**src/hw/viterbiPkg.sv**
```systemverilog
// Shared definitions for the SOQPSK four-state Viterbi detector
//   Width constants and scalar types
//   Matched-filter sample, bank and branch structs
//   Trellis routing functions for predecessors and branch sources

package viterbiPkg;

   parameter int rotBits   = 10;
   parameter int mfBits    = 8;
   parameter int metBits   = mfBits + 4;
   parameter int numStates = 4;

   typedef logic signed [rotBits-1:0] rot_t;
   typedef logic signed [mfBits-1:0]  mf_t;
   typedef logic signed [metBits-1:0] metric_t;

   // Quarter of the metric range, removed from all metrics together
   parameter metric_t normStep = metric_t'(2 ** (metBits - 3));

   typedef struct packed {
      rot_t re;
      rot_t im;
   } cplx_t;

   // Zero, plus and minus rotation outputs of each state
   typedef struct packed {
      cplx_t [numStates-1:0] zr;
      cplx_t [numStates-1:0] pr;
      cplx_t [numStates-1:0] mr;
   } mfBank_t;

   typedef struct packed {
      mf_t  in0Re;
      mf_t  in1Re;
      rot_t in0Im;
      rot_t in1Im;
   } branch_t;

   typedef struct packed {
      branch_t [numStates-1:0] br;
      logic                    parity;
   } branchSet_t;

   // ------------------------------------------------------------------------
   // Trellis routing, parity 1 is the even symbol
   // ------------------------------------------------------------------------

   // Predecessor behind candidate 1
   function automatic logic [1:0] partnerState(input logic [1:0] state, input logic parity);
      return parity ? (state ^ 2'd2) : (state ^ 2'd1);
   endfunction

   function automatic cplx_t zeroBranch(input mfBank_t bank, input logic [1:0] state);
      case (state)
         2'd0:    return bank.zr[3];
         2'd1:    return bank.zr[2];
         2'd2:    return bank.zr[0];
         default: return bank.zr[1];
      endcase
   endfunction

   function automatic cplx_t oneBranch(input mfBank_t bank, input logic [1:0] state,
                                       input logic parity);
      case (state)
         2'd0:    return parity ? bank.pr[2] : bank.mr[0];
         2'd1:    return parity ? bank.mr[3] : bank.pr[1];
         2'd2:    return parity ? bank.mr[1] : bank.pr[3];
         default: return parity ? bank.pr[0] : bank.mr[2];
      endcase
   endfunction

endpackage

```
**src/hw/soqpskAcs.sv**
```systemverilog
// Single add-compare-select unit
//   Two candidate metrics, larger one kept, tie keeps candidate 0
//   Multiplicative metric decay and shared normalization step
//   Survivor bit, winning imaginary part and normalization request

module soqpskAcs (
   input  logic                clk,
   input  logic                reset,
   input  logic                symEn,
   input  logic [7:0]          decayFactor,
   input  viterbiPkg::branch_t branch,
   input  viterbiPkg::metric_t ownMet,
   input  viterbiPkg::metric_t partnerMet,
   input  logic                normalize,
   output viterbiPkg::metric_t metric,
   output logic                sel,
   output viterbiPkg::rot_t    winIm,
   output logic                normReq
);

   viterbiPkg::metric_t                   cand0;
   viterbiPkg::metric_t                   cand1;
   viterbiPkg::metric_t                   winner;
   viterbiPkg::metric_t                   decayTerm;
   viterbiPkg::metric_t                   nextMet;
   logic                                  takeOne;
   logic signed [viterbiPkg::metBits+8:0] decayProd;

   always_comb begin
      cand0   = ownMet + branch.in0Re;
      cand1   = partnerMet + branch.in1Re;
      takeOne = cand1 > cand0;
      winner  = takeOne ? cand1 : cand0;
      // winner * decay / 256, never larger in magnitude than winner
      decayProd = winner * $signed({1'b0, decayFactor});
      decayTerm = decayProd[viterbiPkg::metBits+7:8];
      nextMet   = winner - decayTerm;
      if (normalize) begin
         nextMet = nextMet - viterbiPkg::normStep;
      end
   end

   always_ff @(posedge clk) begin
      if (reset) begin
         metric <= '0;
         sel    <= 1'b0;
         winIm  <= '0;
      end else if (symEn) begin
         metric <= nextMet;
         sel    <= takeOne;
         winIm  <= takeOne ? branch.in1Im : branch.in0Im;
      end
   end

   assign normReq = metric >= viterbiPkg::normStep;

endmodule

```
**src/hw/soqpskAcsBank.sv**
```systemverilog
// ACS bank of the four-state SOQPSK trellis
//   Four ACS units
//   Predecessor metric routing by symbol parity
//   Common normalization and metric range check

module soqpskAcsBank (
   input  logic                                             clk,
   input  logic                                             reset,
   input  logic                                             symEn,
   input  logic [7:0]                                       decayFactor,
   input  viterbiPkg::branchSet_t                           branches,
   output wire viterbiPkg::metric_t [viterbiPkg::numStates-1:0] metrics,
   output wire [viterbiPkg::numStates-1:0]                  sel,
   output wire viterbiPkg::rot_t [viterbiPkg::numStates-1:0]    winIm
);

   // Reaching this would mean the normalization fell behind
   localparam viterbiPkg::metric_t topQuarter =
      viterbiPkg::metric_t'(2 * viterbiPkg::normStep);

   viterbiPkg::metric_t [viterbiPkg::numStates-1:0] partnerMet;
   logic [viterbiPkg::numStates-1:0]                normReq;
   logic                                            normalize;

   // Any unit above the step pulls all four down together
   assign normalize = |normReq;

   for (genvar g = 0; g < viterbiPkg::numStates; g++) begin : g_acs

      // Candidate 1 comes from the partner state of this parity
      assign partnerMet[g] =
         metrics[viterbiPkg::partnerState(2'(g), branches.parity)];

      soqpskAcs u_acs (
         .clk         (clk),
         .reset       (reset),
         .symEn       (symEn),
         .decayFactor (decayFactor),
         .branch      (branches.br[g]),
         .ownMet      (metrics[g]),
         .partnerMet  (partnerMet[g]),
         .normalize   (normalize),
         .metric      (metrics[g]),
         .sel         (sel[g]),
         .winIm       (winIm[g]),
         .normReq     (normReq[g])
      );

      metricRange: assert property (@(posedge clk) disable iff (reset)
         metrics[g] < topQuarter);

   end

endmodule

```
**src/hw/soqpskBranchMux.sv**
```systemverilog
// Branch decode for the SOQPSK Viterbi detector
//   Symbol parity register
//   Bank latch with per-state zero and one branch selection
//   Real part truncation to the metric input width

module soqpskBranchMux (
   input  logic                   clk,
   input  logic                   reset,
   input  logic                   symEn,
   input  viterbiPkg::mfBank_t    mfBank,
   output viterbiPkg::branchSet_t branches
);

   logic                   parity;
   viterbiPkg::branchSet_t nextSet;
   viterbiPkg::cplx_t      zb;
   viterbiPkg::cplx_t      ob;

   // Even symbol first after reset
   always_ff @(posedge clk) begin
      if (reset) begin
         parity <= 1'b1;
      end else if (symEn) begin
         parity <= ~parity;
      end
   end

   // Pick each state's two sources for the current parity
   always_comb begin
      nextSet.parity = parity;
      for (int s = 0; s < viterbiPkg::numStates; s++) begin
         zb = viterbiPkg::zeroBranch(mfBank, 2'(s));
         ob = viterbiPkg::oneBranch(mfBank, 2'(s), parity);
         // Keep only the top bits of the real parts
         nextSet.br[s].in0Re = zb.re[viterbiPkg::rotBits-1 -: viterbiPkg::mfBits];
         nextSet.br[s].in1Re = ob.re[viterbiPkg::rotBits-1 -: viterbiPkg::mfBits];
         nextSet.br[s].in0Im = zb.im;
         nextSet.br[s].in1Im = ob.im;
      end
   end

   always_ff @(posedge clk) begin
      if (reset) begin
         branches <= '0;
      end else if (symEn) begin
         branches <= nextSet;
      end
   end

   // Parity toggling and the ACS timing rely on spaced strobes
   strobeSpacing: assert property (@(posedge clk) disable iff (reset)
      symEn |=> !symEn);

endmodule

```
**src/hw/soqpskMaxMetric.sv**
```systemverilog
// Best-state search over the four path metrics
//   Signed four-way maximum, lowest index wins a tie

module soqpskMaxMetric (
   input  viterbiPkg::metric_t [viterbiPkg::numStates-1:0] metrics,
   output logic [1:0]                                      bestState
);

   viterbiPkg::metric_t bestMet;

   always_comb begin
      bestMet   = metrics[0];
      bestState = 2'd0;
      // Strict compare keeps the earlier index on equal metrics
      for (int i = 1; i < viterbiPkg::numStates; i++) begin
         if (metrics[i] > bestMet) begin
            bestMet   = metrics[i];
            bestState = 2'(i);
         end
      end
   end

endmodule

```
**src/hw/soqpskTraceback.sv**
```systemverilog
// Survivor traceback and output registers
//   Shift memory of survivor words with their parity
//   Combinational trace from the best state back to the oldest entry
//   Index, hard decision and phase error registers

module soqpskTraceback #(
   parameter int traceDepth = 16
) (
   input  logic                                          clk,
   input  logic                                          reset,
   input  logic                                          symEn,
   input  logic [viterbiPkg::numStates-1:0]              sel,
   input  viterbiPkg::rot_t [viterbiPkg::numStates-1:0]  winIm,
   input  logic                                          parity,
   input  logic [1:0]                                    bestState,
   output logic [1:0]                                    index,
   output logic                                          decision,
   output viterbiPkg::rot_t                              phaseError
);

   typedef struct packed {
      logic [viterbiPkg::numStates-1:0] sel;
      logic                             parity;
   } survWord_t;

   survWord_t  mem [traceDepth];
   survWord_t  pushWord;
   logic [1:0] traceState;
   logic       tracedBit;
   logic       primed;

   // ------------------------------------------------------------------------
   // Trace back, newest word first
   // ------------------------------------------------------------------------
   always_comb begin
      // Parity input is one symbol ahead of the survivor word
      pushWord.sel    = sel;
      pushWord.parity = ~parity;
      traceState = bestState;
      if (pushWord.sel[traceState]) begin
         traceState = viterbiPkg::partnerState(traceState, pushWord.parity);
      end
      for (int i = 0; i < traceDepth - 1; i++) begin
         if (mem[i].sel[traceState]) begin
            traceState = viterbiPkg::partnerState(traceState, mem[i].parity);
         end
      end
      tracedBit = ~mem[traceDepth-1].sel[traceState];
   end

   always_ff @(posedge clk) begin
      if (reset) begin
         primed     <= 1'b0;
         index      <= 2'd0;
         decision   <= 1'b0;
         phaseError <= '0;
         for (int i = 0; i < traceDepth; i++) begin
            mem[i] <= '0;
         end
      end else if (symEn) begin
         primed <= 1'b1;
         mem[0] <= pushWord;
         for (int i = 1; i < traceDepth; i++) begin
            mem[i] <= mem[i-1];
         end
         // No ACS result exists before the first strobe
         if (primed) begin
            index      <= bestState;
            decision   <= tracedBit;
            phaseError <= winIm[bestState];
         end
      end
   end

   bestKnown: assert property (@(posedge clk) disable iff (reset)
      symEn |-> !$isunknown(bestState));

endmodule

```
**src/hw/soqpskViterbi.sv**
```systemverilog
// Top level of the SOQPSK four-state Viterbi detector
//   Branch decode, ACS bank, best-state search and traceback
//   Hard bit, best state and phase error once per symbol strobe

module soqpskViterbi #(
   parameter int traceDepth = 16
) (
   input  logic                clk,
   input  logic                reset,
   input  logic                symEn,
   input  logic [7:0]          decayFactor,
   input  viterbiPkg::mfBank_t mfBank,
   output logic [1:0]          index,
   output logic                decision,
   output viterbiPkg::rot_t    phaseError
);

   viterbiPkg::branchSet_t                          branches;
   viterbiPkg::metric_t [viterbiPkg::numStates-1:0] metrics;
   logic [viterbiPkg::numStates-1:0]                sel;
   viterbiPkg::rot_t [viterbiPkg::numStates-1:0]    winIm;
   logic [1:0]                                      bestState;

   // ------------------------------------------------------------------------
   // Decode
   // ------------------------------------------------------------------------
   soqpskBranchMux u_branchMux (
      .clk      (clk),
      .reset    (reset),
      .symEn    (symEn),
      .mfBank   (mfBank),
      .branches (branches)
   );

   // ------------------------------------------------------------------------
   // Execute
   // ------------------------------------------------------------------------
   soqpskAcsBank u_acsBank (
      .clk         (clk),
      .reset       (reset),
      .symEn       (symEn),
      .decayFactor (decayFactor),
      .branches    (branches),
      .metrics     (metrics),
      .sel         (sel),
      .winIm       (winIm)
   );

   // ------------------------------------------------------------------------
   // Result
   // ------------------------------------------------------------------------
   soqpskMaxMetric u_maxMetric (
      .metrics   (metrics),
      .bestState (bestState)
   );

   soqpskTraceback #(
      .traceDepth (traceDepth)
   ) u_traceback (
      .clk        (clk),
      .reset      (reset),
      .symEn      (symEn),
      .sel        (sel),
      .winIm      (winIm),
      .parity     (branches.parity),
      .bestState  (bestState),
      .index      (index),
      .decision   (decision),
      .phaseError (phaseError)
   );

endmodule

```
**config.mk**
```make
export PLATFORM = sky130hd
export DESIGN_NAME = soqpskViterbi
export DESIGN_NICKNAME = d
export VERILOG_FILES = /design/src/hw/viterbiPkg.sv /design/src/hw/soqpskAcs.sv /design/src/hw/soqpskAcsBank.sv /design/src/hw/soqpskBranchMux.sv /design/src/hw/soqpskMaxMetric.sv /design/src/hw/soqpskTraceback.sv /design/src/hw/soqpskViterbi.sv
export SDC_FILE = /design/constraint.sdc
export NUM_CORES = 2
export LEC_CHECK = 0
export BUFFER_PORTS_ARGS = -buffer_cell sky130_fd_sc_hd__buf_2
export CORE_MARGIN = 2
export CORE_UTILIZATION = 64
export CTS_BUF_LIST = sky130_fd_sc_hd__clkbuf_16
export DETAILED_ROUTE_END_ITERATION = 7
export PLACE_DENSITY = 0.84
export SYNTH_ARGS = -nofsm -noshare
export SYNTH_HDL_FRONTEND = slang
export SYNTH_HIERARCHICAL = 1
export SYNTH_SLANG_ARGS = --single-unit
```
**constraint.sdc**
```tcl
create_clock -name clk -period 17.8 [get_ports clk]
set_input_delay 0.89 -clock clk [delete_from_list [all_inputs] [get_ports clk]]
set_output_delay 0.89 -clock clk [all_outputs]
set_load 0.005 [all_outputs]
```
==> flow_summary.json <==
{
  "ys_ff_latch": 331,
  "clk_path_buf_depth": 3,
  "timing.rr.start": "u_acsBank/g_acs[0].u_acs/metric[11]",
  "synth_nets": 5507,
  "finalSetupViolCount": 0,
  "reg2reg_slack_ns": 0.88,
  "startpoint_type": "flip-flop",
  "ys.flop_type": "dfxtp_1",
  "grt_max_degree": 198,
  "design.core.area_mm2": 0.0618,
  "slew_headroom_pct": 21.5,
  "synth_compound_area_share_pct": 16.1,
  "rsz0062_at_grt": "no",
  "yosys.area_share.simple_pct": 18.2,
  "setup_ws_ns": 0.878,
  "drive_above_1_share_pct": 12.1,
  "r2r-end": "u_traceback/decision",
  "numCtsBuffers": 37,
  "final_cells": 5596,
  "place_congestion": 0.958,
  "num_rows": 91,
  "syn_inst": 4580,
  "die_area_mm2": 0.0647,
  "clock_sinks": 331,
  "synth_top_area_cell": "fa_1",
  "routedWlPerCell_um": 18.5,
  "timing.fmax_mhz": 59.1,
  "clkTransAtPathRegs_ns": 0.06,
  "syn_area_mm2": 0.0401,
  "hold_viol_final": 0,
  "async_flop_share_pct": 0,
  "hold_end": "u_traceback/phaseError[7]",
  "grt_overflow": 0,
  "clk_latency_ns": 0.57,
  "viasPerCell": 6.04,
  "rr_worst_depth": 59,
  "dp.cells": 5518,
  "die_w_um": 254,
  "cts_tree": "yes",
  "area_growth_pct": 7.66,
  "drt_wl_total_um": 104000,
  "track_usage_pct": 31.9,
  "fin_crit_ns": 16.92,
  "yosysSeqAreaShare_pct": 18.5,
  "io_buffers": 239,
  "drtPass1Iterations": 6,
  "cp.required_ns": 18.25,
  "synth.most_common_cell": "inv_1",
  "cts_max_level": 2,
  "hp-start": "u_traceback/phaseError[7]",
  "synth.area.top_cells": "fa_1 (16%), dfxtp_1 (13%), ha_1 (11%)",
  "pre_cts_slack_ns": 0.837,
  "skew_ns": 0.0256,
  "max_cap_viol_count": 0,
  "synth_top_family_by_area": "adder cells",
  "initial_core_util_pct": 64.9,
  "postSynthAreaPerCell_um2": 8.76,
  "synth_xor_xnor_area_share_pct": 3.54,
  "synthMuxAreaShare_pct": 9.10,
  "finalSetupTns_ns": 0,
  "worstPathArrival_ns": 17.38,
  "grt_antenna_before_repair": 1,
  "grt_pass1_vias": 33000,
  "root_buffer": "clkbuf_16",
  "fin_nets": 5656,
  "post-route-period-util_pct": 95.1,
  "drtAntennaViolNets": 0,
  "slew_viol_final": 0,
  "io_pins": 264,
  "yosys_warnings": 6,
  "crit_slowest_cell": "or4b_1",
  "synthAdderAreaFrac_pct": 26.9,
  "drt_iter0_markers": 2730,
  "dr_total_vias": 33800,
  "hold_path.class": "flip-flop to flip-flop",
  "synth-edff-count": 79,
  "end_kind": "flip-flop",
  "slowest_delay_ns": 0.71,
  "dp_hpwl_um": 79300,
  "crit_fanout": 13,
  "ys_types": 145,
  "whs_path_depth": 2,
  "synthTopCellsByCount": "inv_1 (579), nor2_1 (425), nand2_1 (406)",
  "die_y_um": 254,
  "num-fill-cells": 4818,
  "worst_slew_pin_slew_ns": 1.17,
  "status": "finished, final reports clean",
  "post-route-drc-count": 0,
  "grt_pass1_wl_um": 167000,
  "crit_type": "flip-flop to flip-flop",
  "synth.top_cell.area_share_pct": 15.6
}
==> how the worst max path moves through the flow <==
stage          slack [ns]                   end  cells past startpoint                                 from
3_5_place_dp         0.84  u_traceback/decision                     57  u_acsBank/g_acs[0].u_acs/metric[11]
3_3_place_gp         1.15  u_traceback/decision                     57  u_acsBank/g_acs[0].u_acs/metric[11]
4_1_cts              0.74  u_traceback/decision                     57  u_acsBank/g_acs[0].u_acs/metric[11]
2_1_floorplan        3.48  u_traceback/decision                     61  u_acsBank/g_acs[0].u_acs/metric[11]
5_1_grt              0.01  u_traceback/decision                     59  u_acsBank/g_acs[0].u_acs/metric[11]
6_report             0.88  u_traceback/decision                     59  u_acsBank/g_acs[0].u_acs/metric[11]
==> cells by family (layout without fill, tap and decap cells) <==
kind of cell / Yosys count / count (layout)
simple gates: 1472 / 1472
mux: 333 / 333
fa+ha+maj: 676 / 676
buf+inv: 753 / 931
flops: 331 / 331
xor+xnor: 159 / 159
compound gates: 856 / 856
other cells: 0 / 1
==> flip-flops by register name, indices dropped and copies added (netlist names), 2 cells and up <==
register / cells
u_acsBank/g_acs.u_acs/winIm: 40
u_acsBank/g_acs.u_acs/sel: 4
u_traceback/mem: 79
u_branchMux/branches: 145
u_traceback/phaseError: 10
u_traceback/index: 2
u_acsBank/g_acs.u_acs/metric: 48
==> metrics by stage <==
step	util (%)	area, um2	hold slack [ns]
CTS	69.6	43100	0.453
floorplan	-	40100	0.451
finish	69.8	43200	0.451
global route	69.8	43200	0.483
global placement	67.6	41800	0.438
detailed placement	67.6	41800	0.445
==> what timing repair did <==
| item | 4_1_cts | 5_1_grt |
|---|---|---|
| buffers inserted | 0 | 9 |
| setup endpoints to repair | 0 | 1 |
| hold buffers | 0 | 0 |
| gates resized for setup | 0 | 7 |
==> placed cells by master (no fill, tap or decap), types with 23 or more instances in the layout <==
| master | synthesis | final |
|---|---|---|
| a21oi_1 | 151 | 151 |
| o21ai_0 | 104 | 104 |
| nand2_1 | 406 | 406 |
| and3_1 | 28 | 28 |
| dfxtp_1 | 252 | 250 |
| nor2_1 | 425 | 424 |
| xor2_1 | 50 | 50 |
| buf_2 | 26 | 237 |
| nor2b_1 | 60 | 59 |
| a21boi_0 | 23 | 23 |
| mux2i_1 | 250 | 249 |
| clkbuf_16 | 0 | 39 |
| inv_1 | 579 | 583 |
| a211oi_2 | 34 | 34 |
| o21a_1 | 27 | 27 |
| nor3_1 | 60 | 60 |
| nand2b_1 | 47 | 47 |
| a211oi_1 | 116 | 115 |
| and2_1 | 216 | 216 |
| mux2_2 | 48 | 48 |
| xnor2_1 | 107 | 107 |
| buf_4 | 12 | 40 |
| a21o_1 | 41 | 40 |
| edfxtp_1 | 79 | 79 |
| o21ai_1 | 56 | 55 |
| o211ai_1 | 24 | 24 |
| fa_1 | 312 | 312 |
| ha_1 | 364 | 364 |
| nand4_1 | 26 | 26 |
| nand3_1 | 47 | 47 |
==> routing by layer <==
layer  GRT usage, %  share of wire (%)
met4           10.8                3.3
met3           4.60                7.1
met5              0                  0
met2           54.0                 47
met1           41.9                 43
==> layout make-up <==
type | instances | area [um2] | share of cell area, %
multi-input combinational | 3496 | 29700 | 68.8
sequential | 331 | 7420 | 17.2
inverter | 581 | 2180 | 5.05
timing repair buffer | 282 | 1580 | 3.65
tap | 837 | 1050 | 2.43
clock buffer | 39 | 976 | 2.26
clock inverter | 29 | 264 | 0.611
antenna | 1 | 2.50 | 0.00580
==> worst max-delay path: cells and delay by family (launching register included) <==
kind | cells | cell delay [ns]
compound gates | 26 | 6.82
fa+ha+maj | 3 | 1.04
buf+inv | 4 | 0.82
flops | 1 | 0.57
mux | 6 | 1.84
simple gates | 20 | 5.66
Power is not shown: default switching activity piles up to over one toggle a cycle in this logic, so the estimate is an artifact.
